### src/vcache_prof_pkg.sv
// Shared widths, event indices and operation encodings for the vcache profiler.
// Every profiler module refers to these by scoped names.

`default_nettype none

package vcache_prof_pkg;

  localparam int STAT_WIDTH = 32; // width of every event counter
  localparam int WAYS       = 4;
  localparam int LG_WAYS    = $clog2(WAYS);
  localparam int MASK_WIDTH = 4;  // one bit per byte of a 32-bit word

  // event vector bit positions, also the read select values
  localparam int EV_LD          = 0;  // all accepted loads
  localparam int EV_LW          = 1;
  localparam int EV_LWU         = 2;
  localparam int EV_LH          = 3;
  localparam int EV_LHU         = 4;
  localparam int EV_LB          = 5;
  localparam int EV_LBU         = 6;
  localparam int EV_ST          = 7;  // all accepted stores
  localparam int EV_SW          = 8;
  localparam int EV_SH          = 9;
  localparam int EV_SB          = 10;
  localparam int EV_AMO         = 11; // all accepted atomics
  localparam int EV_AMOSWAP     = 12;
  localparam int EV_AMOOR       = 13;
  localparam int EV_AMOADD      = 14;
  localparam int EV_MISS_LD     = 15;
  localparam int EV_MISS_ST     = 16;
  localparam int EV_MISS_AMO    = 17;
  localparam int EV_MISS_CYC    = 18; // cycles with the miss handler busy
  localparam int EV_IDLE        = 19;
  localparam int EV_STALL_RSP   = 20; // response held off by the network
  localparam int EV_DMA_RD      = 21;
  localparam int EV_DMA_WR      = 22;
  localparam int EV_REPL_INV    = 23;
  localparam int EV_REPL_VALID  = 24;
  localparam int EV_REPL_DIRTY  = 25;

  localparam int NUM_EVENTS = 26;
  localparam int SEL_WIDTH  = $clog2(NUM_EVENTS);

  typedef enum logic [1:0] {
    OP_OTHER  = 2'b00,
    OP_LOAD   = 2'b01,
    OP_STORE  = 2'b10,
    OP_ATOMIC = 2'b11
  } op_class_e;

  typedef enum logic [1:0] {
    SIZE_BYTE = 2'b00,
    SIZE_HALF = 2'b01,
    SIZE_WORD = 2'b10
  } size_e;

  // same codes as the cache's own atomic decode
  typedef enum logic [2:0] {
    AMO_SWAP = 3'b000,
    AMO_ADD  = 3'b001,
    AMO_OR   = 3'b100
  } amo_subop_e;

  // one attribute word, read by the op class that travels with it
  typedef union packed {
    struct packed {
      logic  sigext; // sign extend the loaded value
      size_e size;
    } ld;
    amo_subop_e amo;
  } op_attr_u;

endpackage

`default_nettype wire
### src/vcache_profiler.sv
// Performance counter block for the non-blocking data cache.
// Attach the event inputs to the cache response, miss and DMA ports,
// then read any counter through the stat req/ack port.

`default_nettype none

module vcache_profiler (
  input  logic                                  clk_i,
  input  logic                                  reset_i,

  // response port and decode
  input  logic                                  rsp_v_i,
  input  logic                                  rsp_yumi_i,
  input  logic                                  miss_i,
  input  vcache_prof_pkg::op_class_e            op_class_i,
  input  vcache_prof_pkg::op_attr_u             op_attr_i,
  input  logic [vcache_prof_pkg::MASK_WIDTH-1:0] mask_i,

  // DMA port and fill state
  input  logic                                  dma_pkt_v_i,
  input  logic                                  dma_pkt_yumi_i,
  input  logic                                  dma_write_not_read_i,
  input  logic                                  fill_done_i,
  input  logic [vcache_prof_pkg::LG_WAYS-1:0]    chosen_way_i,
  input  logic [vcache_prof_pkg::WAYS-1:0]       way_valid_i,
  input  logic [vcache_prof_pkg::WAYS-1:0]       way_dirty_i,

  // counter read port
  input  logic                                  stat_req_i,
  input  logic [vcache_prof_pkg::SEL_WIDTH-1:0]  stat_sel_i,
  output logic                                  stat_ack_o,
  output logic [vcache_prof_pkg::STAT_WIDTH-1:0] stat_data_o
);

  logic [vcache_prof_pkg::NUM_EVENTS-1:0] op_ev;
  logic [vcache_prof_pkg::NUM_EVENTS-1:0] fill_ev;
  logic [vcache_prof_pkg::NUM_EVENTS-1:0] ev;
  logic [vcache_prof_pkg::STAT_WIDTH-1:0] count [vcache_prof_pkg::NUM_EVENTS];

  vcache_op_classifier op_classifier_inst (
    .rsp_v_i    (rsp_v_i),
    .rsp_yumi_i (rsp_yumi_i),
    .miss_i     (miss_i),
    .op_class_i (op_class_i),
    .op_attr_i  (op_attr_i),
    .mask_i     (mask_i),
    .op_ev_o    (op_ev)
  );

  vcache_fill_monitor fill_monitor_inst (
    .dma_pkt_v_i          (dma_pkt_v_i),
    .dma_pkt_yumi_i       (dma_pkt_yumi_i),
    .dma_write_not_read_i (dma_write_not_read_i),
    .fill_done_i          (fill_done_i),
    .chosen_way_i         (chosen_way_i),
    .way_valid_i          (way_valid_i),
    .way_dirty_i          (way_dirty_i),
    .fill_ev_o            (fill_ev)
  );

  assign ev = op_ev | fill_ev; // the two slices never overlap

  vcache_stat_bank stat_bank_inst (
    .clk_i   (clk_i),
    .reset_i (reset_i),
    .ev_i    (ev),
    .count_o (count)
  );

  vcache_stat_readout stat_readout_inst (
    .clk_i       (clk_i),
    .reset_i     (reset_i),
    .stat_req_i  (stat_req_i),
    .stat_sel_i  (stat_sel_i),
    .count_i     (count),
    .stat_ack_o  (stat_ack_o),
    .stat_data_o (stat_data_o)
  );

endmodule

`default_nettype wire

### src/vcache_stat_readout.sv
// Four-phase req/ack read port for the counter bank.
// A request snapshots the selected counter; the value holds until the next request.

`default_nettype none

module vcache_stat_readout (
  input  logic                                  clk_i,
  input  logic                                  reset_i,
  input  logic                                  stat_req_i,
  input  logic [vcache_prof_pkg::SEL_WIDTH-1:0]  stat_sel_i,
  input  logic [vcache_prof_pkg::STAT_WIDTH-1:0] count_i [vcache_prof_pkg::NUM_EVENTS],
  output logic                                  stat_ack_o,
  output logic [vcache_prof_pkg::STAT_WIDTH-1:0] stat_data_o
);

  logic                                  ack_r;  // the one state bit of the handshake
  logic [vcache_prof_pkg::STAT_WIDTH-1:0] data_r;
  logic [vcache_prof_pkg::STAT_WIDTH-1:0] sel_count;

  // out of range selects read as zero
  assign sel_count = (stat_sel_i < vcache_prof_pkg::NUM_EVENTS) ? count_i[stat_sel_i] : '0;

  always_ff @(posedge clk_i) begin
    if (reset_i) begin
      ack_r  <= 1'b0;
      data_r <= '0;
    end else if (stat_req_i && !ack_r) begin
      ack_r  <= 1'b1;      // new request
      data_r <= sel_count; // value from before this edge
    end else if (!stat_req_i && ack_r) begin
      ack_r <= 1'b0;       // host released req
    end
  end

  assign stat_ack_o  = ack_r;
  assign stat_data_o = data_r;

  // host keeps the select steady for as long as req is held
  sel_stable_a: assert property (
    @(posedge clk_i) disable iff (reset_i)
    stat_req_i |=> (!stat_req_i || $stable(stat_sel_i))
  ) else $error("stat_sel_i changed while stat_req_i was held");

  sel_in_range_a: assert property (
    @(posedge clk_i) disable iff (reset_i)
    stat_req_i |-> (stat_sel_i < vcache_prof_pkg::NUM_EVENTS)
  ) else $error("stat_sel_i %0d has no counter", stat_sel_i);

endmodule

`default_nettype wire

### src/vcache_stat_bank.sv
// Bank of free-running event counters, one per event vector bit.
// All counters clear on reset and wrap silently at 2^STAT_WIDTH.

`default_nettype none

module vcache_stat_bank (
  input  logic                                  clk_i,
  input  logic                                  reset_i,
  input  logic [vcache_prof_pkg::NUM_EVENTS-1:0] ev_i,
  output logic [vcache_prof_pkg::STAT_WIDTH-1:0] count_o [vcache_prof_pkg::NUM_EVENTS]
);

  logic [vcache_prof_pkg::STAT_WIDTH-1:0] count_r [vcache_prof_pkg::NUM_EVENTS];

  for (genvar i = 0; i < vcache_prof_pkg::NUM_EVENTS; i++) begin : g_counter
    always_ff @(posedge clk_i) begin
      if (reset_i) begin
        count_r[i] <= '0;
      end else if (ev_i[i]) begin
        count_r[i] <= count_r[i] + 1'b1; // at most one per cycle
      end
    end
  end

  // every counter is visible at once, the readout picks one
  assign count_o = count_r;

endmodule

`default_nettype wire

### src/vcache_fill_monitor.sv
// Turns DMA packet handshakes and fill completions into DMA and replacement
// events. Combinational; only the DMA and replacement bits are driven.

`default_nettype none

module vcache_fill_monitor (
  input  logic                                  dma_pkt_v_i,
  input  logic                                  dma_pkt_yumi_i,
  input  logic                                  dma_write_not_read_i,
  input  logic                                  fill_done_i,
  input  logic [vcache_prof_pkg::LG_WAYS-1:0]    chosen_way_i,
  input  logic [vcache_prof_pkg::WAYS-1:0]       way_valid_i,
  input  logic [vcache_prof_pkg::WAYS-1:0]       way_dirty_i,
  output logic [vcache_prof_pkg::NUM_EVENTS-1:0] fill_ev_o
);

  logic pkt_fire;
  logic victim_valid;
  logic victim_dirty;

  assign pkt_fire     = dma_pkt_v_i & dma_pkt_yumi_i; // packet taken by the DMA engine
  assign victim_valid = way_valid_i[chosen_way_i];
  assign victim_dirty = way_dirty_i[chosen_way_i];

  always_comb begin
    fill_ev_o = '0; // classifier bits stay low

    fill_ev_o[vcache_prof_pkg::EV_DMA_RD] = pkt_fire & ~dma_write_not_read_i;
    fill_ev_o[vcache_prof_pkg::EV_DMA_WR] = pkt_fire & dma_write_not_read_i;

    // one of three victim kinds per completed fill
    fill_ev_o[vcache_prof_pkg::EV_REPL_INV]   = fill_done_i & ~victim_valid;
    fill_ev_o[vcache_prof_pkg::EV_REPL_VALID] = fill_done_i & victim_valid & ~victim_dirty;
    fill_ev_o[vcache_prof_pkg::EV_REPL_DIRTY] = fill_done_i & victim_valid & victim_dirty;
  end

  // the cache's stat memory may only mark a line dirty while it is valid
  dirty_implies_valid_a: assert final ((fill_done_i & victim_dirty) !== 1'b1 || victim_valid)
    else $error("fill victim way %0d is dirty but not valid", chosen_way_i);

endmodule

`default_nettype wire

### src/vcache_op_classifier.sv
// Sorts the cache response port and miss state into per-cycle events.
// Purely combinational; drives only the request, miss, idle and stall bits.

`default_nettype none

module vcache_op_classifier (
  input  logic                                  rsp_v_i,
  input  logic                                  rsp_yumi_i,
  input  logic                                  miss_i,
  input  vcache_prof_pkg::op_class_e            op_class_i,
  input  vcache_prof_pkg::op_attr_u             op_attr_i,
  input  logic [vcache_prof_pkg::MASK_WIDTH-1:0] mask_i,
  output logic [vcache_prof_pkg::NUM_EVENTS-1:0] op_ev_o
);

  logic accept;
  logic is_ld;
  logic is_st;
  logic is_amo;
  logic [$clog2(vcache_prof_pkg::MASK_WIDTH+1)-1:0] mask_ones;
  logic amo_legal;

  assign accept = rsp_v_i & rsp_yumi_i; // response leaves the cache this cycle
  assign is_ld  = (op_class_i == vcache_prof_pkg::OP_LOAD);
  assign is_st  = (op_class_i == vcache_prof_pkg::OP_STORE);
  assign is_amo = (op_class_i == vcache_prof_pkg::OP_ATOMIC);

  // number of enabled byte lanes of a masked store
  always_comb begin
    mask_ones = '0;
    for (int i = 0; i < vcache_prof_pkg::MASK_WIDTH; i++) begin
      mask_ones = mask_ones + mask_i[i];
    end
  end

  assign amo_legal = (op_attr_i.amo == vcache_prof_pkg::AMO_SWAP)
                   | (op_attr_i.amo == vcache_prof_pkg::AMO_OR)
                   | (op_attr_i.amo == vcache_prof_pkg::AMO_ADD);

  always_comb begin
    op_ev_o = '0; // fill monitor bits stay low

    // loads use the size and sign view of the attribute
    op_ev_o[vcache_prof_pkg::EV_LD]  = accept & is_ld;
    op_ev_o[vcache_prof_pkg::EV_LW]  = accept & is_ld & op_attr_i.ld.sigext
                                     & (op_attr_i.ld.size == vcache_prof_pkg::SIZE_WORD);
    op_ev_o[vcache_prof_pkg::EV_LWU] = accept & is_ld & ~op_attr_i.ld.sigext
                                     & (op_attr_i.ld.size == vcache_prof_pkg::SIZE_WORD);
    op_ev_o[vcache_prof_pkg::EV_LH]  = accept & is_ld & op_attr_i.ld.sigext
                                     & (op_attr_i.ld.size == vcache_prof_pkg::SIZE_HALF);
    op_ev_o[vcache_prof_pkg::EV_LHU] = accept & is_ld & ~op_attr_i.ld.sigext
                                     & (op_attr_i.ld.size == vcache_prof_pkg::SIZE_HALF);
    op_ev_o[vcache_prof_pkg::EV_LB]  = accept & is_ld & op_attr_i.ld.sigext
                                     & (op_attr_i.ld.size == vcache_prof_pkg::SIZE_BYTE);
    op_ev_o[vcache_prof_pkg::EV_LBU] = accept & is_ld & ~op_attr_i.ld.sigext
                                     & (op_attr_i.ld.size == vcache_prof_pkg::SIZE_BYTE);

    // stores are sized by their mask only
    op_ev_o[vcache_prof_pkg::EV_ST] = accept & is_st;
    op_ev_o[vcache_prof_pkg::EV_SW] = accept & is_st & (mask_ones == 3'd4);
    op_ev_o[vcache_prof_pkg::EV_SH] = accept & is_st & (mask_ones == 3'd2);
    op_ev_o[vcache_prof_pkg::EV_SB] = accept & is_st & (mask_ones == 3'd1);

    // atomics use the sub-op view of the same word
    op_ev_o[vcache_prof_pkg::EV_AMO]     = accept & is_amo;
    op_ev_o[vcache_prof_pkg::EV_AMOSWAP] = accept & is_amo
                                         & (op_attr_i.amo == vcache_prof_pkg::AMO_SWAP);
    op_ev_o[vcache_prof_pkg::EV_AMOOR]   = accept & is_amo
                                         & (op_attr_i.amo == vcache_prof_pkg::AMO_OR);
    op_ev_o[vcache_prof_pkg::EV_AMOADD]  = accept & is_amo
                                         & (op_attr_i.amo == vcache_prof_pkg::AMO_ADD);

    op_ev_o[vcache_prof_pkg::EV_MISS_LD]  = accept & miss_i & is_ld;
    op_ev_o[vcache_prof_pkg::EV_MISS_ST]  = accept & miss_i & is_st;
    op_ev_o[vcache_prof_pkg::EV_MISS_AMO] = accept & miss_i & is_amo;

    op_ev_o[vcache_prof_pkg::EV_MISS_CYC]  = miss_i;
    op_ev_o[vcache_prof_pkg::EV_IDLE]      = ~rsp_v_i & ~miss_i;
    op_ev_o[vcache_prof_pkg::EV_STALL_RSP] = rsp_v_i & ~rsp_yumi_i;
  end

  // the cache decoder must never hand back an unknown atomic
  amo_subop_legal_a: assert final ((accept & is_amo) !== 1'b1 || amo_legal)
    else $error("accepted atomic with illegal sub-op %b", op_attr_i.amo);

endmodule

`default_nettype wire

### config.mk
export PLATFORM = sky130hd
export DESIGN_NAME = vcache_profiler
export DESIGN_NICKNAME = d
export VERILOG_FILES = /design/src/vcache_prof_pkg.sv /design/src/vcache_profiler.sv /design/src/vcache_stat_readout.sv /design/src/vcache_stat_bank.sv /design/src/vcache_fill_monitor.sv /design/src/vcache_op_classifier.sv
export SDC_FILE = /design/constraint.sdc
export NUM_CORES = 2
export LEC_CHECK = 0
export BUFFER_PORTS_ARGS = -buffer_cell sky130_fd_sc_hd__buf_2
export CORE_ASPECT_RATIO = 1.2
export CORE_MARGIN = 1
export CORE_UTILIZATION = 47
export DETAILED_ROUTE_END_ITERATION = 10
export GPL_ROUTABILITY_DRIVEN = 0
export PLACE_DENSITY = 0.66
export SLEW_MARGIN = 20
export SYNTH_ARGS = -nofsm -noshare
export SYNTH_HDL_FRONTEND = slang
export SYNTH_SLANG_ARGS = --single-unit
export TNS_END_PERCENT = 5
### constraint.sdc
create_clock -name clk_i -period 3.55 [get_ports clk_i]
set_input_delay 0.1775 -clock clk_i [delete_from_list [all_inputs] [get_ports clk_i]]
set_output_delay 0.1775 -clock clk_i [all_outputs]
set_load 0.01 [all_outputs]
* Word level (Yosys, flattened, before mapping) *
Index checks and enable logic that the tools add are counted.

cells by class
  muxes and demuxes = 10
  multiply operators = 0
  bitwise operators = 40
  order comparisons = 3
  div/mod/pow operators = 0
  add/sub/neg operators = 29
  reduce and logical (&&, ||, !) cells = 7
  shift operators = 0
  eq/ne operators = 10

operator list
  operator                 number
  $add A32 B1 Y32 const B  26
  $bmux W32 S5             1
  $mux W32                 3
  $and A1 B1 Y1            31
  $or A21 B26 Y26          1
  $not A1 Y1               7
  $add A3 B1 Y3            2
  $eq A2 B2 Y1 const B     3
  $eq A3 B1 Y1 const B     2
  $eq A3 B3 Y1 const B     2
  $ge A6 B6 Y1 const B     1
  $not A5 Y6               1
  $lt A5 B5 Y1 const B     1
  $bmux W1 S2              2
  $eq A2 B1 Y1 const B     2
  $mux W1                  4
  $eq A3 B2 Y1 const B     1
  $logic_not A3 Y1         1
  $lt A2 B3 Y1 const B     1
  $add A1 B1 Y2            1
  $logic_and A1 B1 Y1      2
  $logic_not A1 Y1         2
  $logic_not A2 Y1         1
  $reduce_bool A2 Y1       1

word-level totals
  memories = 0
  output and inout bits = 33
  bits in writable memories = 0
  bits in latches = 0
  input port bits = 34
  logic and storage cells = 127
  memory bits (read-only) = 0
  register bits = 865

* Depth between registers and ports, before layout *
  depth after elaboration = 6
  gate-level depth with buffers = 12
  gate-level depth less buffers = 10

* Cells and area by module *
From an unflattened synthesis, not the netlist that was laid out.

unflattened totals
  cells, all modules = 5,065
  area total of the unflattened synthesis = 45,195.8 µm²

modules (own cells, without submodules)
  module                cells an instance  area each (µm²)  seq. area each (µm²)  times used
  vcache_stat_bank      4,260              36,403.7         16,656.0              1
  vcache_stat_readout   706                8,084.0          660.6                 1
  vcache_op_classifier  43                 304.0            0.0                   1
  vcache_fill_monitor   30                 241.5            0.0                   1
  vcache_profiler       26                 162.7            0.0                   1

* Worst setup path after synthesis *
OpenSTA, ideal clock, no wires.

  path type = input port to flip-flop
  from = in mask_i[0] (netlist name)
  to = reg stat_bank_inst.count_r (netlist bit stat_bank_inst.count_o[510])
  path buffers = 1
  cell stages on the path = 11
  arrival = 2.720 ns
  setup time = 0.128 ns
  path slack = 0.702 ns
  path through = ha_1 inv_1 fa_1 inv_1 ha_1 or3b_2 nor4b_1 clkbuf_1 nand3_1 xnor2_1 nor2_1

between the ends
  word-level cells in the longest chain between the ends = 6

RTL lines
  item                             RTL line                    source
  from (decl)                      vcache_profiler.sv:17       input logic [vcache_prof_pkg::MASK_WIDTH-1:0] mask_i,
  $add A1 B1 Y2                    vcache_op_classifier.sv:32  mask_ones = mask_ones + mask_i[i];
  $add A3 B1 Y3 (2 in a row)       vcache_op_classifier.sv:32
  $eq A3 B1 Y1                     vcache_op_classifier.sv:62  op_ev_o[vcache_prof_pkg::EV_SB] = accept & is_st & (mask_ones == 3'd1);
  $and A1 B1 Y1                    vcache_op_classifier.sv:62
  $or A21 B26 Y26                  vcache_profiler.sv:61       assign ev = op_ev | fill_ev;
  to (signal, indexed assignment)  vcache_stat_bank.sv:20      count_r[i] <= count_r[i] + 1'b1;
  to (decl)                        vcache_stat_bank.sv:13      logic [vcache_prof_pkg::STAT_WIDTH-1:0] count_r [vcache_prof_pkg::NUM_EVENTS];

No other way between the ends.
A chain may end at the register's enable or synchronous reset.

* Worst setup path in the final report *
  from = reg stat_bank_inst.count_r (netlist bit stat_bank_inst.count_o[2])
  to = reg stat_bank_inst.count_r (netlist bit stat_bank_inst.count_o[22])

between the ends
  word-level cells in the longest chain between the ends = 1

RTL lines
  item             RTL line
  $add A32 B1 Y32  vcache_stat_bank.sv:20

No other way between the ends.

==> results.md <==
- Final setup fails: 0
- First-pass GRT wire length: 212000 um
- Power density over the cells: roughly 410 nW/um^2
- Commonest non-fill, non-tap cells in the layout: 865 x dfxtp_1, 739 x nor2_1, 362 x xor2_1
- Multiplexer area fraction after synthesis: 10.7%
- Number of levels in the clock H-tree: 3
- Initial standard-cell utilization of the core: 47.4%
- Routed wire length per instance: approximately 21 um
- Post-detail-place hpwl: roughly 100000 um
- Cell Rows: 125
- Cell count after synthesis: 5270
- Fraction of layout cells with a size suffix above 1: 9.45%
- Main flop type after synthesis: dfxtp_1
- Global routing usage summed across all routing layers: 27.4%
- Pre-Repair DR Iteration Count: 6
- Setup skew after layout: 0.0332 ns
- Leakage power of the design: around 17 nW
- Number of cells on the worst reg-to-reg path: 5
- Final total negative setup slack: 0 ns
- Parity-gate share of the synthesized area counting xor and xnor cells: 12.5%
- Simple-gate share of the synthesized area: 27.5%
- Number of global-route vias before repair: 35800
- Area of combinational cells with multiple inputs: 26900 sq um
- Area growth from synthesis to final layout: 10.1%
- CTS Buf Count: 92
- # port buffers: 66
- Tcrit/Tclk final: about 70%
- Share of the synthesized area in the top cell type: 37.7%
- Net Count, Synth: 5334
- Largest stage delay, worst path: about 0.7 ns
- Yosys cell types: 63
- Register bit total from synthesis: 865
- Maximum number of buffers from clock root to sink: 3
- Iteration-0 DRC count of the detailed router: around 4100
- Worst path slowest cell: nor4_1
- Max-slew violation total from the final report: 0
- Crit-path max FO: 9
- Relative slew slack: roughly 33%
- Dominant combinational cell family by area after synthesis: simple AND/OR/NAND/NOR gates
- Area enclosed by the die boundary: about 100000 sq um
- Commonest non-fill, non-tap cell in the layout: dfxtp_1
- Number of synthesis warnings: 0
- Post-synthesis adder-cell area fraction: less than 1%
- Number of synthesized flops with an enable pin: 0
- Clk Latency, worst-skew pair: approximately 0.67 ns
- IO Count: 67
- Kind of path behind the tightest hold check: in -> reg
- Top area cells in the synthesized netlist: dfxtp_1 38%, mux4_2 7.9%, xor2_1 6.9%, nor2_1 6.1%, xnor2_1 5.6%
- Total wire length after detailed routing: 139000 um
- Number of vias per cell: 6.04
- Run status: complete, no violations
- Initial antenna violation count: 14
- Die Height: roughly 340 um
- Clock slew seen by the registers of the worst setup and hold paths: 0.06 ns
- Cell taking the most area after synthesis: dfxtp_1
- Data required time of the critical path: 4.14 ns
- Final design utilization: 52.2%
- Core footprint: 96800 sq um
- Total of fill cells in the finished design: 8968
- Width of the die: 287 um
- Pin count of the biggest net entering global routing: 184
- Placed Instance Area: 47300 sq um
- Min Clock Period, post-route: 2.50 ns
- Data arrival at the endpoint of the critical path: 3.09 ns
- Remaining global-route overflow: 0
- TritonCTS Sinks: a little under 900
- Total vias in the final route: 39500
- Detail Route Antenna Nets: 0
- Clock tree from TritonCTS: done
- Worst hold stages: 4
- Unrepaired setup endpoints after global routing: no
- Crit Path Category: reg -> reg
- Max VDD drop: 0.000367 V
- Number of nets in the finished design: between 5000 and 6000
- Mean cell area of the mapped netlist: 8.71 sq um
- Clock Tree Root: clkbuf_16
- Final-layout worst hold slack: around 0.028 ns
- Register area: 17300 sq um
- Proportion of synthesized chip area in sequential cells: 37.7%
- Final number of hold-violating endpoints: 0
- Final instance area: ~51000 sq um
- Transition time at the pin with the least slew margin: approximately 1.0 ns
- Asr flop ratio synth: 0%
- Critical Path Start Type: flop
- Post-cts repair resize count: 0
- DR DRC count: 0
- Maximum Capacitance Violations: 0
- Netlist area before placement: 45900 sq um
- CP cell instances: nand4_1 > nor4_1 > nand3_1 > or4_1 > a21oi_1
- Highest achievable clock rate: 400 MHz
- Category of the worst setup path capture point: flop
- Fraction of the mapped netlist area in compound gates: roughly 6.9%
-- critical path, delay by kind of cell, from the launching register on --
family	cells	cell delay, ns
AOI/OAI and AO/OA	1	0.16
DFF	1	0.43
and+or+nand+nor	4	1.83
-- cell usage after synthesis, types with 9 or more instances --
| cell type | instances |
|---|---|
| a211oi_1 | 12 |
| a21oi_1 | 228 |
| a221o_1 | 12 |
| a221oi_1 | 20 |
| a22oi_1 | 52 |
| a31oi_1 | 20 |
| and2_1 | 44 |
| and3_1 | 94 |
| and4_1 | 104 |
| buf_1 | 19 |
| buf_2 | 36 |
| clkbuf_1 | 249 |
| dfxtp_1 | 865 |
| ha_1 | 29 |
| inv_1 | 140 |
| mux2_2 | 12 |
| mux2i_1 | 114 |
| mux4_2 | 160 |
| nand2_1 | 271 |
| nand2b_1 | 36 |
| nand3_1 | 322 |
| nand4_1 | 333 |
| nand4b_1 | 12 |
| nor2_1 | 742 |
| nor2b_1 | 22 |
| nor3_1 | 133 |
| nor3b_1 | 10 |
| nor4_1 | 136 |
| nor4b_1 | 9 |
| o2111ai_1 | 12 |
| o21ai_0 | 158 |
| o31ai_1 | 16 |
| or3_1 | 107 |
| or4_1 | 28 |
| xnor2_1 | 293 |
| xor2_1 | 362 |
-- state kept, by name (all words and copies together), names as in the netlist --
signal	cells
stat_bank_inst.count_o	832
stat_readout_inst.stat_ack_o	1
stat_readout_inst.stat_data_o	32
-- area by class of cell --
cell class                      instances  area share (%)
Clock buffer                          131            5.27
Clock inverter                         32           0.881
Antenna cell                            3          0.0149
Inverter                              140            1.04
Tap cell                             1270            3.14
Sequential cell                       865            34.3
Timing Repair Buffer                  149            2.18
Multi-Input combinational cell       3952            53.2
-- power by group --
group	leakage, nW	switching, W	total, W	internal, W
Combinational	8.02	0.000634	0.000919	0.000285
Sequential	6.97	0.0000589	0.00980	0.00974
Clock	1.53	0.00414	0.0101	0.00593
Total	16.5	0.00484	0.0208	0.0160
-- per-stage QoR --
stage          worst slack, ns  instances  total power [W]
3_5_place_dp             0.633       6369           0.0109
5_1_grt                  0.925       6541           0.0214
3_3_place_gp             0.619       6369           0.0109
2_1_floorplan            0.702       5270           0.0106
6_report                  1.05       6542           0.0208
4_1_cts                   1.04       6539           0.0209
-- metal layers --
layer	routed length [um]	up-vias	track usage, %
li1	-	18800	-
met1	58000	19100	36.0
met4	6060	16	11.9
met2	64100	1345	44.1
met3	10600	264	4.63
met5	117	-	0
-- path summary, 6_finish.rpt --
path                               from                    endpoint  slack (ns)
max           stat_bank_inst.count_o[2]  stat_bank_inst.count_o[22]        1.05
min                dma_write_not_read_i  stat_bank_inst.count_o[99]        0.03
max reg2reg   stat_bank_inst.count_o[2]  stat_bank_inst.count_o[22]        1.05
min reg2reg  stat_bank_inst.count_o[31]  stat_bank_inst.count_o[31]        0.48
-- logic make-up after synthesis --
family	Yosys count
DFF	865
AOI/OAI and AO/OA	544
xor gates and xnor gates	655
adders and majority gates	30
and+or+nand+nor	2436
buffers and inverters	453
muxes	287
-- timing repair --
item,CTS,global route
hold buffers,7,0
endpoints found under the setup margin,0,0
setup buffers,0,0
hold endpoints to repair,71,0
(Power assumes the default switching activity.)
